**config.mk**
```make
export PLATFORM = sky130hd
export DESIGN_NAME = read_datapath
export DESIGN_NICKNAME = d
export VERILOG_FILES = /design/src/verilog/read_path_pkg.sv /design/src/verilog/read_datapath.sv /design/src/verilog/oct_control.sv /design/src/verilog/read_data_align.sv /design/src/verilog/group_read_fifo.sv /design/src/verilog/read_latency_fifo.sv
export SDC_FILE = /design/constraint.sdc
export NUM_CORES = 1
export LEC_CHECK = 0
export BUFFER_PORTS_ARGS = -buffer_cell sky130_fd_sc_hd__buf_4
export CELL_PAD_IN_SITES_DETAIL_PLACEMENT = 1
export CELL_PAD_IN_SITES_GLOBAL_PLACEMENT = 1
export CORE_MARGIN = 2
export CORE_UTILIZATION = 45
export DETAILED_ROUTE_END_ITERATION = 7
export GPL_TIMING_DRIVEN = 0
export MAX_ROUTING_LAYER = met4
export PLACE_DENSITY = 0.66
export SLEW_MARGIN = 0
export SYNTH_ARGS = -nofsm -noshare
export SYNTH_HDL_FRONTEND = slang
export SYNTH_SLANG_ARGS = --single-unit
```
**constraint.sdc**
```tcl
create_clock -name pll_afi_clk -period 3.1 [get_ports pll_afi_clk]
set_input_delay 0.155 -clock pll_afi_clk [delete_from_list [all_inputs] [get_ports pll_afi_clk]]
set_output_delay 0.155 -clock pll_afi_clk [all_outputs]
set_load 0.05 [all_outputs]
```
**src/verilog/read_path_pkg.sv**
```systemverilog
/*
 * Read datapath shared definitions
 * Group and beat widths, latency counter width and the popped group beat record
 */

`default_nettype none

package read_path_pkg;

	// ************************************************************
	// Geometry of the read interface
	// ************************************************************

	// Number of read DQS groups on the interface
	localparam int NUM_GROUPS = 2;

	// DQ bits carried by one DQS group
	localparam int DQ_GROUP_WIDTH = 8;

	// Full-rate interface, so one AFI beat holds the rising and falling time slot
	localparam int SLOTS_PER_BEAT = 2;

	// Total DQ width of the memory interface
	localparam int MEM_DQ_WIDTH = NUM_GROUPS * DQ_GROUP_WIDTH;

	// Width of the sequencer latency counter
	localparam int LAT_COUNT_WIDTH = 4;

	// ************************************************************
	// Vector types
	// ************************************************************

	// One group's beat, slot t sits at bit DQ_GROUP_WIDTH*t upward
	typedef logic [SLOTS_PER_BEAT*DQ_GROUP_WIDTH-1:0] group_data_t;

	// One full beat across every group
	typedef logic [SLOTS_PER_BEAT*MEM_DQ_WIDTH-1:0] afi_data_t;

	// One bit per DQS group
	typedef logic [NUM_GROUPS-1:0] group_mask_t;

	// Read latency selected by the sequencer, in AFI cycles
	typedef logic [LAT_COUNT_WIDTH-1:0] lat_count_t;

	// A beat popped from one group FIFO
	// Valid is low when the pop found the FIFO empty
	typedef struct packed {
		logic        valid;
		group_data_t data;
	} group_beat_t;

endpackage

`default_nettype wire
```
**src/verilog/read_datapath.sv**
```systemverilog
/*
 * Read datapath, AFI clock side
 * Latency-aligned pop of the per-group read FIFOs, beat merge and
 * reordering, and the termination force-off level
 */

`timescale 1ns/100ps
`default_nettype none

module read_datapath #(
	parameter int EXTRA_SHIFT      = 1,
	parameter int MAX_READ_LATENCY = 16,
	parameter int READ_FIFO_DEPTH  = 8,
	parameter int MEM_T_RL         = 11
) (
	input  wire                        pll_afi_clk,
	input  wire                        reset_n_afi_clk,
	input  wire                        rdata_en_i,
	input  read_path_pkg::lat_count_t  seq_read_latency_counter_i,
	input  read_path_pkg::group_mask_t seq_read_fifo_reset_i,
	input  read_path_pkg::group_mask_t capture_valid_i,
	input  read_path_pkg::afi_data_t   capture_data_i,
	output read_path_pkg::afi_data_t   afi_rdata_o,
	output read_path_pkg::afi_data_t   seq_rdata_o,
	output logic                       afi_rdata_valid_o,
	output logic                       force_oct_off_o
);

	// Width of one group's slice of the capture bus
	localparam int GROUP_DATA_WIDTH = $bits(read_path_pkg::group_data_t);

	// Pop strobe shared by all group FIFOs
	logic read_pop;

	// Popped beat of each group
	read_path_pkg::group_beat_t group_beats [read_path_pkg::NUM_GROUPS];

	// ************************************************************
	// Read latency
	// ************************************************************

	read_latency_fifo #(
		.EXTRA_SHIFT      (EXTRA_SHIFT),
		.MAX_READ_LATENCY (MAX_READ_LATENCY)
	) read_latency_fifo_i (
		.pll_afi_clk                (pll_afi_clk),
		.reset_n_afi_clk            (reset_n_afi_clk),
		.rdata_en_i                 (rdata_en_i),
		.seq_read_latency_counter_i (seq_read_latency_counter_i),
		.read_pop_o                 (read_pop)
	);

	// ************************************************************
	// Per-group read FIFOs
	// ************************************************************

	// Capture bus is in group order, group g starts at bit GROUP_DATA_WIDTH*g
	generate
		for (genvar g = 0; g < read_path_pkg::NUM_GROUPS; g++) begin : g_group_fifo
			group_read_fifo #(
				.READ_FIFO_DEPTH (READ_FIFO_DEPTH)
			) group_read_fifo_i (
				.pll_afi_clk           (pll_afi_clk),
				.reset_n_afi_clk       (reset_n_afi_clk),
				.seq_read_fifo_reset_i (seq_read_fifo_reset_i[g]),
				.capture_valid_i       (capture_valid_i[g]),
				.capture_data_i        (capture_data_i[g*GROUP_DATA_WIDTH +: GROUP_DATA_WIDTH]),
				.read_pop_i            (read_pop),
				.beat_o                (group_beats[g])
			);
		end
	endgenerate

	// ************************************************************
	// Beat merge and termination
	// ************************************************************

	read_data_align read_data_align_i (
		.pll_afi_clk       (pll_afi_clk),
		.reset_n_afi_clk   (reset_n_afi_clk),
		.beats_i           (group_beats),
		.afi_rdata_o       (afi_rdata_o),
		.seq_rdata_o       (seq_rdata_o),
		.afi_rdata_valid_o (afi_rdata_valid_o)
	);

	// Termination follows the raw read enable, not the latency-shifted one
	oct_control #(
		.MEM_T_RL (MEM_T_RL)
	) oct_control_i (
		.pll_afi_clk     (pll_afi_clk),
		.reset_n_afi_clk (reset_n_afi_clk),
		.rdata_en_i      (rdata_en_i),
		.force_oct_off_o (force_oct_off_o)
	);

endmodule

`default_nettype wire

```
**src/verilog/oct_control.sv**
```systemverilog
/*
 * On-die termination control
 * Forces termination off except in a window around each read burst
 */

`timescale 1ns/100ps
`default_nettype none

module oct_control #(
	parameter int MEM_T_RL = 11
) (
	input  wire  pll_afi_clk,
	input  wire  reset_n_afi_clk,
	input  wire  rdata_en_i,
	output logic force_oct_off_o
);

	// Window edges in AFI cycles after the read enable
	// Termination must be on before the burst and stay on until it has passed
	localparam int OCT_ON_DELAY  = (MEM_T_RL > 4) ? ((MEM_T_RL - 4) / 4) : 0;
	localparam int OCT_OFF_DELAY = (MEM_T_RL + 8) / 4;

	// Past read enables, bit k holds the enable from k+1 cycles back
	logic [OCT_OFF_DELAY-1:0] rdata_en_hist;

	// Current enable joined with its history, bit j is the enable j cycles back
	logic [OCT_OFF_DELAY:0] rdata_en_window;

	assign rdata_en_window = {rdata_en_hist, rdata_en_i};

	// ************************************************************
	// Termination window
	// ************************************************************

	// Force-off drops while any enable lies between the on and off delays
	// Reset leaves it low, so termination is not forced off until the first clock
	always_ff @(posedge pll_afi_clk or negedge reset_n_afi_clk) begin
		if (!reset_n_afi_clk) begin
			rdata_en_hist   <= '0;
			force_oct_off_o <= 1'b0;
		end else begin
			rdata_en_hist   <= rdata_en_window[OCT_OFF_DELAY-1:0];
			force_oct_off_o <= ~(|rdata_en_window[OCT_OFF_DELAY:OCT_ON_DELAY]);
		end
	end

endmodule

`default_nettype wire

```
**src/verilog/read_data_align.sv**
```systemverilog
/*
 * Read data alignment
 * Merges popped group beats into one AFI beat, forms read valid and
 * presents the data in time-slot order and in group order
 */

`timescale 1ns/100ps
`default_nettype none

module read_data_align (
	input  wire                        pll_afi_clk,
	input  wire                        reset_n_afi_clk,
	input  read_path_pkg::group_beat_t beats_i [read_path_pkg::NUM_GROUPS],
	output read_path_pkg::afi_data_t   afi_rdata_o,
	output read_path_pkg::afi_data_t   seq_rdata_o,
	output logic                       afi_rdata_valid_o
);

	// Width of one group's beat
	localparam int GROUP_DATA_WIDTH = $bits(read_path_pkg::group_data_t);

	// Valid bit of every group beat, gathered into one vector
	read_path_pkg::group_mask_t group_valid;

	// Registered group words, still in group order
	read_path_pkg::group_data_t group_data_q [read_path_pkg::NUM_GROUPS];

	// ************************************************************
	// Valid merge
	// ************************************************************

	always_comb begin
		for (int g = 0; g < read_path_pkg::NUM_GROUPS; g++) begin
			group_valid[g] = beats_i[g].valid;
		end
	end

	// A beat counts only when every group delivered a word at the same pop
	always_ff @(posedge pll_afi_clk or negedge reset_n_afi_clk) begin
		if (!reset_n_afi_clk) begin
			afi_rdata_valid_o <= 1'b0;
		end else begin
			afi_rdata_valid_o <= &group_valid;
		end
	end

	// Data travels alongside valid, so it is sampled every cycle
	always_ff @(posedge pll_afi_clk) begin
		for (int g = 0; g < read_path_pkg::NUM_GROUPS; g++) begin
			group_data_q[g] <= beats_i[g].data;
		end
	end

	// ************************************************************
	// Data reordering
	// ************************************************************

	// Controller bus is ordered by time slot, then by group within the slot
	// Sequencer bus keeps group order with slots inside each group
	generate
		for (genvar g = 0; g < read_path_pkg::NUM_GROUPS; g++) begin : g_group
			for (genvar t = 0; t < read_path_pkg::SLOTS_PER_BEAT; t++) begin : g_slot
				assign afi_rdata_o[t*read_path_pkg::MEM_DQ_WIDTH +
						g*read_path_pkg::DQ_GROUP_WIDTH +: read_path_pkg::DQ_GROUP_WIDTH] =
						group_data_q[g][t*read_path_pkg::DQ_GROUP_WIDTH +:
						read_path_pkg::DQ_GROUP_WIDTH];
			end

			assign seq_rdata_o[g*GROUP_DATA_WIDTH +: GROUP_DATA_WIDTH] = group_data_q[g];
		end
	endgenerate

endmodule

`default_nettype wire

```
**src/verilog/group_read_fifo.sv**
```systemverilog
/*
 * Group read FIFO
 * Buffers captured read words of one DQS group until the latency pop arrives
 */

`timescale 1ns/100ps
`default_nettype none

module group_read_fifo #(
	parameter int READ_FIFO_DEPTH = 8
) (
	input  wire                        pll_afi_clk,
	input  wire                        reset_n_afi_clk,
	input  wire                        seq_read_fifo_reset_i,
	input  wire                        capture_valid_i,
	input  read_path_pkg::group_data_t capture_data_i,
	input  wire                        read_pop_i,
	output read_path_pkg::group_beat_t beat_o
);

	// Pointers carry one extra wrap bit to tell full from empty
	localparam int ADDR_WIDTH = $clog2(READ_FIFO_DEPTH);

	// Sequencer reset after its register stage
	logic fifo_reset_q;

	logic [ADDR_WIDTH:0] wr_ptr;
	logic [ADDR_WIDTH:0] rd_ptr;

	// Storage for captured words
	read_path_pkg::group_data_t fifo_mem [READ_FIFO_DEPTH];

	logic fifo_empty;
	logic fifo_full;
	logic do_write;
	logic do_read;

	// Output beat registers
	logic                       beat_valid_q;
	read_path_pkg::group_data_t beat_data_q;

	// ************************************************************
	// Sequencer reset
	// ************************************************************

	// The calibration reset is registered once before it touches the pointers
	always_ff @(posedge pll_afi_clk or negedge reset_n_afi_clk) begin
		if (!reset_n_afi_clk) begin
			fifo_reset_q <= 1'b0;
		end else begin
			fifo_reset_q <= seq_read_fifo_reset_i;
		end
	end

	// ************************************************************
	// Pointers and flags
	// ************************************************************

	// The registered reset makes the FIFO look empty at once, even before
	// the pointers have been cleared
	assign fifo_empty = (wr_ptr == rd_ptr) || fifo_reset_q;
	assign fifo_full  = (wr_ptr[ADDR_WIDTH] != rd_ptr[ADDR_WIDTH]) &&
			(wr_ptr[ADDR_WIDTH-1:0] == rd_ptr[ADDR_WIDTH-1:0]);

	// A capture into a full FIFO is lost, there is no back-pressure
	assign do_write = capture_valid_i && !fifo_full && !fifo_reset_q;

	// A pop on an empty FIFO leaves the pointers alone
	assign do_read = read_pop_i && !fifo_empty;

	always_ff @(posedge pll_afi_clk or negedge reset_n_afi_clk) begin
		if (!reset_n_afi_clk) begin
			wr_ptr <= '0;
			rd_ptr <= '0;
		end else if (fifo_reset_q) begin
			// Held empty while the sequencer keeps its reset asserted
			wr_ptr <= '0;
			rd_ptr <= '0;
		end else begin
			if (do_write) begin
				wr_ptr <= wr_ptr + 1'b1;
			end
			if (do_read) begin
				rd_ptr <= rd_ptr + 1'b1;
			end
		end
	end

	// ************************************************************
	// Storage and output beat
	// ************************************************************

	always_ff @(posedge pll_afi_clk) begin
		if (do_write) begin
			fifo_mem[wr_ptr[ADDR_WIDTH-1:0]] <= capture_data_i;
		end
	end

	// Valid follows every pop and is low when the FIFO had nothing to give
	always_ff @(posedge pll_afi_clk or negedge reset_n_afi_clk) begin
		if (!reset_n_afi_clk) begin
			beat_valid_q <= 1'b0;
		end else begin
			beat_valid_q <= do_read;
		end
	end

	// Head word is taken on a successful pop only
	always_ff @(posedge pll_afi_clk) begin
		if (do_read) begin
			beat_data_q <= fifo_mem[rd_ptr[ADDR_WIDTH-1:0]];
		end
	end

	assign beat_o.valid = beat_valid_q;
	assign beat_o.data  = beat_data_q;

endmodule

`default_nettype wire

```
**src/verilog/read_latency_fifo.sv**
```systemverilog
/*
 * Read latency FIFO
 * Delays the controller read enable by an optional extra shift and a
 * sequencer-selected latency, and issues the pop strobe for the group FIFOs
 */

`timescale 1ns/100ps
`default_nettype none

module read_latency_fifo #(
	parameter int EXTRA_SHIFT      = 1,
	parameter int MAX_READ_LATENCY = 16
) (
	input  wire                       pll_afi_clk,
	input  wire                       reset_n_afi_clk,
	input  wire                       rdata_en_i,
	input  read_path_pkg::lat_count_t seq_read_latency_counter_i,
	output logic                      read_pop_o
);

	// Read enable after the optional extra delay
	logic rdata_en_int;

	// Enable history, bit k holds the enable from k+1 cycles back
	logic [MAX_READ_LATENCY-1:0] latency_shifter;

	// ************************************************************
	// Extra read-enable shift
	// ************************************************************

	// Adds EXTRA_SHIFT whole AFI cycles in front of the latency shifter
	generate
		if (EXTRA_SHIFT >= 1) begin : g_extra_shift
			logic [EXTRA_SHIFT-1:0] extra_shift_q;
			logic [EXTRA_SHIFT:0]   extra_shift_next;

			// The new enable enters at bit 0 and leaves from the top bit
			assign extra_shift_next = {extra_shift_q, rdata_en_i};

			always_ff @(posedge pll_afi_clk or negedge reset_n_afi_clk) begin
				if (!reset_n_afi_clk) begin
					extra_shift_q <= '0;
				end else begin
					extra_shift_q <= extra_shift_next[EXTRA_SHIFT-1:0];
				end
			end

			assign rdata_en_int = extra_shift_q[EXTRA_SHIFT-1];
		end else begin : g_no_extra_shift
			// No extra delay, the enable feeds the latency shifter straight away
			assign rdata_en_int = rdata_en_i;
		end
	endgenerate

	// ************************************************************
	// Latency shifter and tap selector
	// ************************************************************

	// One new enable per AFI cycle, oldest at the top
	always_ff @(posedge pll_afi_clk or negedge reset_n_afi_clk) begin
		if (!reset_n_afi_clk) begin
			latency_shifter <= '0;
		end else begin
			latency_shifter <= {latency_shifter[MAX_READ_LATENCY-2:0], rdata_en_int};
		end
	end

	// The counter names the tap, so calibration moves the pop by whole AFI cycles
	// Tap L is L+1 deep and the selector flop adds one more cycle
	always_ff @(posedge pll_afi_clk or negedge reset_n_afi_clk) begin
		if (!reset_n_afi_clk) begin
			read_pop_o <= 1'b0;
		end else begin
			read_pop_o <= latency_shifter[seq_read_latency_counter_i];
		end
	end

endmodule

`default_nettype wire

```
==> results of run 1 <==
-- routing by layer --
metal	part of all wire [%]	routed length, µm
met5	0	0
met4	1.5	408
met3	3.9	1090
met2	54	15000
met1	41	11300
-- cell families after synthesis --
logic type / synth area share, %
buffers and inverters: 3.03
AOI/OAI and AO/OA: 1.20
muxes: 15.2
adders and majority gates: 0.370
and+or+nand+nor: 3.16
DFF: 76.1
xor gates and xnor gates: 0.907
-- worst max-delay path, stage by stage, from the launching register on --
cell and delay (ns):
dfrtp_1 0.39, buf_6 0.17, xor2_1 0.20, o41ai_1 1.00
nor3_2 0.28, buf_6 0.25, buf_6 0.14
-- synth_stat cells (3+ instances only) --
| cell | number | area share (%) |
|---|---|---|
| a41oi_1 | 4 | 0.26 |
| ha_1 | 4 | 0.37 |
| and2_1 | 3 | 0.14 |
| dfxtp_1 | 32 | 4.7 |
| dfrtp_1 | 40 | 7.4 |
| nand3b_1 | 4 | 0.22 |
| edfxtp_1 | 288 | 64 |
| o41ai_1 | 6 | 0.39 |
| a311oi_1 | 4 | 0.26 |
| mux2_2 | 38 | 3.2 |
| buf_2 | 7 | 0.26 |
| nor2b_1 | 10 | 0.46 |
| nor3_1 | 4 | 0.15 |
| nand4_1 | 6 | 0.28 |
| mux2i_1 | 7 | 0.52 |
| nand2b_1 | 8 | 0.37 |
| nand2_1 | 4 | 0.11 |
| xnor2_1 | 8 | 0.52 |
| clkbuf_1 | 8 | 0.22 |
| mux4_2 | 68 | 11 |
| xor2_1 | 6 | 0.39 |
| nor2_1 | 22 | 0.61 |
| buf_4 | 34 | 1.9 |
| buf_6 | 7 | 0.58 |
-- sequential cells by signal, indices dropped and copies added, names as in the netlist --
| name | flops |
|---|---|
| read_data_align_i.group_data_q | 32 |
| g_group_fifo.group_read_fifo_i.beat_valid_q | 2 |
| oct_control_i.rdata_en_hist | 2 |
| read_latency_fifo_i.latency_shifter | 15 |
| g_group_fifo.group_read_fifo_i.beat_data_q | 32 |
| g_group_fifo.group_read_fifo_i.fifo_mem | 256 |
| g_group_fifo.group_read_fifo_i.rd_ptr | 8 |
| oct_control_i.force_oct_off_o | 1 |
| read_latency_fifo_i.read_pop_o | 1 |
| g_group_fifo.group_read_fifo_i.wr_ptr | 8 |
| g_group_fifo.group_read_fifo_i.fifo_reset_q | 2 |
| read_data_align_i.afi_rdata_valid_o | 1 |
-- report_power, final --
part | leakage (nW) | switching, mW | total, mW | internal (mW)
combinational | 1.91 | 1.04 | 1.92 | 0.887
clock | 0.641 | 1.79 | 4.52 | 2.72
sequential | 3.38 | 0.0812 | 5.54 | 5.46
total | 5.93 | 2.91 | 12.0 | 9.07
-- worst max path at each step --
| stage | startpoint | endpoint | slack (ns) | cells after the start |
|---|---|---|---|---|
| 5_1_grt | g_group_fifo[1].group_read_fifo_i.rd_ptr[0]$_DFFE_PN0P_ | g_group_fifo[1].group_read_fifo_i.fifo_mem[6][9]$_DFFE_PP_ | 0.23 | 6 |
| 2_1_floorplan | g_group_fifo[0].group_read_fifo_i.rd_ptr[0]$_DFFE_PN0P_ | g_group_fifo[0].group_read_fifo_i.fifo_mem[5][0]$_DFFE_PP_ | 0.60 | 4 |
| 3_3_place_gp | g_group_fifo[1].group_read_fifo_i.rd_ptr[3]$_DFFE_PN0P_ | g_group_fifo[1].group_read_fifo_i.fifo_mem[2][8]$_DFFE_PP_ | -0.77 | 3 |
| 4_1_cts | g_group_fifo[0].group_read_fifo_i.rd_ptr[0]$_DFFE_PN0P_ | g_group_fifo[0].group_read_fifo_i.fifo_mem[1][8]$_DFFE_PP_ | 0.40 | 6 |
| 3_5_place_dp | g_group_fifo[0].group_read_fifo_i.rd_ptr[0]$_DFFE_PN0P_ | g_group_fifo[0].group_read_fifo_i.fifo_mem[1][9]$_DFFE_PP_ | 0.41 | 6 |
| 6_report | g_group_fifo[0].group_read_fifo_i.rd_ptr[0]$_DFFE_PN0P_ | g_group_fifo[0].group_read_fifo_i.fifo_mem[1][8]$_DFFE_PP_ | 0.43 | 6 |
-- final cells by class --
class,instances,share of cell area [%]
clock buffers,54,6.70
flip-flops and latches,360,60.9
clock inverters,16,0.859
well taps,390,2.89
inverters,1,0.0222
repair buffers,166,9.24
multi-input cells,227,17.0
plain buffers,58,2.41
-- repair_timing --
item	4_1_cts	5_1_grt
setup buffers	0	0
hold buffers	37	0
setup endpoints to repair	0	0
endpoints found under the hold margin	300	0
-- metrics by stage --
step	setup TNS, ns	utilization, %	instances	area, µm²	power [mW]
after floorplan	0	-	646	13500	6.97
after global placement	-54.42	50.0	1144	14800	7.47
after detailed placement	0	51.5	1165	15300	7.56
after CTS	0	57.0	1272	16900	12.1
after global routing	0	57.0	1272	16900	12.4
final	0	57.0	1272	16900	12.0
==> metrics.md, run 1 <==
| Metric | Value |
|---|---|
| Total Routing Usage GR | `19.2%` |
| ANT cells | `0` |
| Commonest cells after routing, fill and taps aside | `288 x edfxtp_1, 142 x buf_4, 68 x mux4_2, 40 x dfrtp_1, 39 x clkbuf_16` |
| Fin crit share | `86.3%` |
| Final hold slack | `0.0396 ns` |
| First-pass GRT wire length | `43.6 mm` |
| WL/cell | `21.8 µm` |
| GR peak layer | `met2` |
| Iter 0 DRT Violations | `485` |
| Initial core utilization | `45.6%` |
| Later-pin clock latency in the skew report | `0.53 ns` |
| Ys async rst share | `11.1%` |
| Buffer levels on the longest clock path | `3` |
| Core box area | `29600 µm²` |
| Register Area | `10300 µm²` |
| Met3 usage | `2.83%` |
| Final Skew | `0.0237 ns` |
| Hold Path Stages | `3` |
| Clk sinks | `360` |
| CTS tree | `yes` |
| Critical R2R Launch | `g_group_fifo[0].group_read_fifo_i.rd_ptr[0]$_DFFE_PN0P_` |
| Final Hold Fails | `0` |
| Pre-CTS WS | `0.413 ns` |
| DRT Wirelength | `27.7 mm` |
| Final setup fails | `0` |
| Vias per inst | `5.21` |
| TritonCTS buffer count | `38` |
| Filler Cell Count | `2632` |
| Reg-to-reg slack, setup | `0.43 ns` |
| Lkg Pwr | `5.93 nW` |
| Die Area | `31500 µm²` |
| Syn Area/Cell | `20.9 µm²` |
| Register area share after synthesis | `76.1%` |
| Hold crit path type | `input pin to register` |
| Root buf cell | `clkbuf_16` |
| Reg-to-reg endpoint | `g_group_fifo[0].group_read_fifo_i.fifo_mem[1][8]$_DFFE_PP_` |
| Cell Area, Synth | `13500 µm²` |
| Max-Cap Viols | `0` |
| Final HPWL from detailed placement | `18.2 mm` |
| PortBufs | `108` |
| Max-slew headroom | `23.7%` |
| Net Count, Synth | `693` |
| Worst slew pin tran | `1.13 ns` |
| Top Ports | `109` |
| Seq cells post-synth | `360` |
| Vias in the first global route | `7325` |
| Total Nets Final | `899` |
| Largest net degree at the start of global routing | `41` |
| Antenna violations before repair | `0` |
| # DRC | `0` |
| Status | `finished, final reports clean` |
| ANT nets after route | `0` |
| Pins Over Slew Limit | `0` |
| Peak supply drop | `0.000526 V` |
| Multi-input logic area | `2880 µm²` |
| Die extent in y | `177 µm` |
| Die X | `177 µm` |
| Hold Path End | `read_latency_fifo_i.read_pop_o$_DFF_PN0_` |
| Yosys warns | `0` |
| Global Route met1 Usage | `23.6%` |
| RSZ-0062 raised after global routing | `no` |
| Final setup margin | `0.426 ns` |
| Most common cell after layout, fill and taps aside | `edfxtp_1` |
| Crit end category | `register` |
| EDFF count, synth | `288` |
| Fmax | `374 MHz` |
| Dominant synthesized flop cell | `edfxtp_1` |
| Met2 GRT Util | `33.7%` |
| Worst EP arrival | `2.95 ns` |
| GP Congestion | `0.710` |
| CP Data Required Time | `3.38 ns` |
| H-tree depth | `2` |
| Layout cells sized above 1 | `42.1%` |
| Crit start category | `register` |
| PostCTS Resize Cnt | `0` |
| Routed vias | `6629` |
| CTS clk-pin slew, worst paths | `0.06 ns` |
| Crit path max fanout | `10` |
| CP Class | `register to register` |
| Rows | `63` |
| Power Dens Cells | `709 nW/µm²` |
| Grt total ovfl | `0` |
| DRT Pass-1 Iters | `6` |
| P&R area growth vs syn | `25.0%` |
| Worst reg2reg path depth | `6` |
| Post-Syn Instances | `646` |
| Hold wc startpoint | `seq_read_latency_counter_i[3]` |
| Library cells used by synthesis | `37` |
| Tmin final | `2.67 ns` |
Power figures use the tool's default switching activity.
==> run 2, diff against run 1 <==
- PLACE_DENSITY: 0.66 -> 0.76
- REMOVE_ABC_BUFFERS: default -> 1
==> run 2 against run 1 <==
  * Clock-buffer cell count fell by 3
  * Maximum frequency decreased by 5.6%
  * Core utilization decreased by 0.85 points
  * Critical path depth down 2
  * Cell count is 4.2% lower
  * Flip-flop and latch count stayed put
  * Sequential power is 3% higher
  * Register-to-register slack worse by 0.16 ns
  * Routed wire length up 3.7%
  * Critical path type unchanged
==> metrics.md, run 2 (synthesis gave the netlist of run 1 again) <==
| Metric | Value |
|---|---|
| Root buf cell | `clkbuf_16` |
| Max-slew headroom | `36.2% (+12 points)` |
| CTS clk-pin slew, worst paths | `0.06 ns (about the same)` |
| DRT Wirelength | `28.7 mm (+3.7%)` |
| ANT cells | `0 (unchanged)` |
| Iter 0 DRT Violations | `415 (-14%)` |
| Most common cell after layout, fill and taps aside | `edfxtp_1` |
| Sequential cell fraction of total power | `46.9% (+0.7 points)` |
| Dpl cell area | `14900 µm² (-2.5%)` |
| Final Hold Fails | `0 (unchanged)` |
| Critical R2R Launch | `g_group_fifo[0].group_read_fifo_i.rd_ptr[1]$_DFFE_PN0P_` |
| Final core utilization | `56.2% (-0.85 points)` |
| Commonest cells after routing, fill and taps aside | `288 x edfxtp_1, 108 x buf_4, 68 x mux4_2, 40 x clkbuf_16` |
| Later-pin clock latency in the skew report | `0.53 ns (about the same)` |
| First-pass GRT wire length | `44.4 mm (+1.8%)` |
| Buffer levels on the longest clock path | `3 (unchanged)` |
| Total power | `12.2 mW (+1.4%)` |
| CTS tree | `yes` |
| Die Area | `31500 µm² (unchanged)` |
| Levels on crit path | `4 (-2)` |
| Tmin final | `2.83 ns (+0.159 ns)` |
| WL/cell | `23.6 µm (+8.2%)` |
| PortBufs | `108 (unchanged)` |
| Clk sinks | `360 (unchanged)` |
| Total Routing Usage GR | `19.6% (+0.44 points)` |
| Largest stage delay, worst path | `0.98 ns (-0.02 ns)` |
| Total Nets Final | `844 (-6.1%)` |
| Worst EP arrival | `3.06 ns (+0.11 ns)` |
| Crit-path slowest cell | `dfrtp_2` |
| H-tree depth | `2 (unchanged)` |
| Pins Over Slew Limit | `0 (unchanged)` |
| Peak supply drop | `0.000563 V (+6.9%)` |
| Vias per inst | `5.38 (+3.3%)` |
| Crit path max fanout | `37 (+27)` |
| Die X | `177 µm (unchanged)` |
| Hold wc startpoint | `capture_valid_i[1]` |
| ANT nets after route | `0 (unchanged)` |
| Status | `finished, final reports clean` |
| P_sw | `2.94 mW (+0.90%)` |
| GP Congestion | `0.726 (+2.2%)` |
| Dpl cells | `1108 (-4.9%)` |
| Cell family with most CP delay | `flip-flops` |
| Core box area | `29600 µm² (unchanged)` |
| DRT Pass-1 Iters | `4 (-2)` |
| Hold crit path type | `input pin to register` |
| Rows | `63 (unchanged)` |
| CP cell instances | `xnor2_1, a41oi_1, nor2b_2, buf_8` |
| Crit start category | `register` |
| Lkg Pwr | `5.70 nW (-3.8%)` |
| Final HPWL from detailed placement | `17.3 mm (-4.9%)` |
| TritonCTS buffer count | `39 (+2.6%)` |
| Clock share of power | `39.4% (+1.7 points)` |
| P&R area growth vs syn | `23.1%` |
| Hold Path End | `g_group_fifo[1].group_read_fifo_i.wr_ptr[1]$_DFFE_PN0P_` |
| Die extent in y | `177 µm (unchanged)` |
| Layout cells sized above 1 | `40.5% (-1.6 points)` |
| Final Skew | `0.0226 ns (-0.00112 ns)` |
| Max FFs per register | `256 (unchanged)` |
| Sw Share | `24.2% (-0.12 points)` |
| Buf/Inv on CP | `1 (-2)` |
| P_int | `9.21 mW (+1.6%)` |
| RSZ-0062 raised after global routing | `no` |
| Crit end category | `register` |
| Reg-to-reg slack, setup | `0.27 ns (-0.16 ns)` |
| Fin cells | `1218 (-4.2%)` |
| Grt total ovfl | `0 (unchanged)` |
| Initial core utilization | `45.6% (unchanged)` |
| Vias in the first global route | `7248 (-1.1%)` |
| Largest net degree at the start of global routing | `41 (unchanged)` |
| Fin crit share | `91.4% (+5.1 points)` |
| Reg-to-reg endpoint | `g_group_fifo[0].group_read_fifo_i.beat_data_q[5]$_DFFE_PP_` |
| Worst reg2reg path depth | `4 (-2)` |
| Antenna violations before repair | `0 (unchanged)` |
| Final setup fails | `0 (unchanged)` |
| # DRC | `0 (unchanged)` |
| Final instance area | `16700 µm² (-1.5%)` |
| CP Class | `register to register` |
| Max-Cap Viols | `0 (unchanged)` |
| CP Data Required Time | `3.33 ns (-0.05 ns)` |
| Setup bufs post-CTS | `0 (unchanged)` |
| Worst slew pin tran | `0.958 ns (-0.171 ns)` |
| Routed vias | `6555 (-1.1%)` |
| Power Dens Cells | `730 nW/µm² (+2.9%)` |
| Top Ports | `109 (unchanged)` |
| Combinational share of power | `13.7% (-2.4 points)` |
| Fmax | `353 MHz (-5.6%)` |
| Hold Path Stages | `3 (unchanged)` |
[run 2: cell count changes in the layout (fill, tap and decap cells not counted), sizes merged]
cell / change
clkbuf: -11
buf: -49
clkinvlp: +3
inv: -1
bufinv: +4
dlygate4sd3: +1
clkinv: -1
[run 2: how the worst max path moves through the flow]
stage,start,to,slack [ns]
detailed placement,g_group_fifo[1].group_read_fifo_i.rd_ptr[2]$_DFFE_PN0P_,g_group_fifo[1].group_read_fifo_i.fifo_mem[2][5]$_DFFE_PP_,-0.24
finish,g_group_fifo[0].group_read_fifo_i.rd_ptr[1]$_DFFE_PN0P_,g_group_fifo[0].group_read_fifo_i.beat_data_q[5]$_DFFE_PP_,0.27
CTS,g_group_fifo[0].group_read_fifo_i.rd_ptr[1]$_DFFE_PN0P_,g_group_fifo[0].group_read_fifo_i.fifo_mem[1][7]$_DFFE_PP_,0.04
floorplan,g_group_fifo[0].group_read_fifo_i.rd_ptr[0]$_DFFE_PN0P_,g_group_fifo[0].group_read_fifo_i.fifo_mem[5][0]$_DFFE_PP_,-0.45
global route,g_group_fifo[0].group_read_fifo_i.rd_ptr[1]$_DFFE_PN0P_,g_group_fifo[0].group_read_fifo_i.beat_data_q[8]$_DFFE_PP_,0.05
global placement,g_group_fifo[0].group_read_fifo_i.rd_ptr[0]$_DFFE_PN0P_,g_group_fifo[0].group_read_fifo_i.fifo_mem[5][7]$_DFFE_PP_,-2.27
[run 2: power by group through the flow]
| stage | registers, mW | logic (mW) | clock network (mW) |
|---|---|---|---|
| CTS | 5.70 | 1.68 | 4.89 |
| floorplan | 6.14 | 0.694 | 0 |
| global placement | 5.87 | 1.40 | 0 |
| finish | 5.70 | 1.66 | 4.79 |
| detailed placement | 5.80 | 1.61 | 0 |
| global route | 5.73 | 1.77 | 5.06 |
[run 2: area by class of cell]
cell class,count,area (µm²)
clock buffer,51,1070
clock inverter,21,280
fill,2610,13000
inverter,1,3.75
multi-input combinational,227,2920
sequential,360,10300
tap,390,488
timing repair buffer,168,1590
[run 2: what timing repair did]
item	CTS	global route
hold endpoints to repair	300	0
endpoints found under the setup margin	219	37
hold buffers	38	0
gates resized for setup	5	4
[run 2: per-stage QoR]
| stage | TNS (ns) | hold slack, ns | setup WS (ns) |
|---|---|---|---|
| floorplan | -41.21 | -0.141 | -0.451 |
| global placement | -444.68 | 0.148 | -2.27 |
| detailed placement | -20.38 | 0.167 | -0.241 |
| CTS | 0 | 0.0720 | 0.0400 |
| global route | 0 | 0.0996 | 0.0530 |
| finish | 0 | 0.0914 | 0.267 |
[run 2: per-layer routing]
| layer | global-route usage [%] | share of wire [%] | wire length (µm) | vias up |
|---|---|---|---|---|
| li1 | - | - | - | 2869 |
| met1 | 24.0 | 41 | 11700 | 3462 |
| met2 | 34.4 | 54 | 15500 | 178 |
| met3 | 2.66 | 3.6 | 1020 | 46 |
| met4 | 5.46 | 1.9 | 550 | 0 |
| met5 | - | 0 | 0 | - |
[run 2: worst register-to-register path: cells and delay by family, from the launching register on]
kind | cells | cell delay [ns]
flops | 1 | 0.98
simple gates | 1 | 0.48
compound gates | 1 | 0.47
xor+xnor | 1 | 0.36
buf+inv | 1 | 0.25
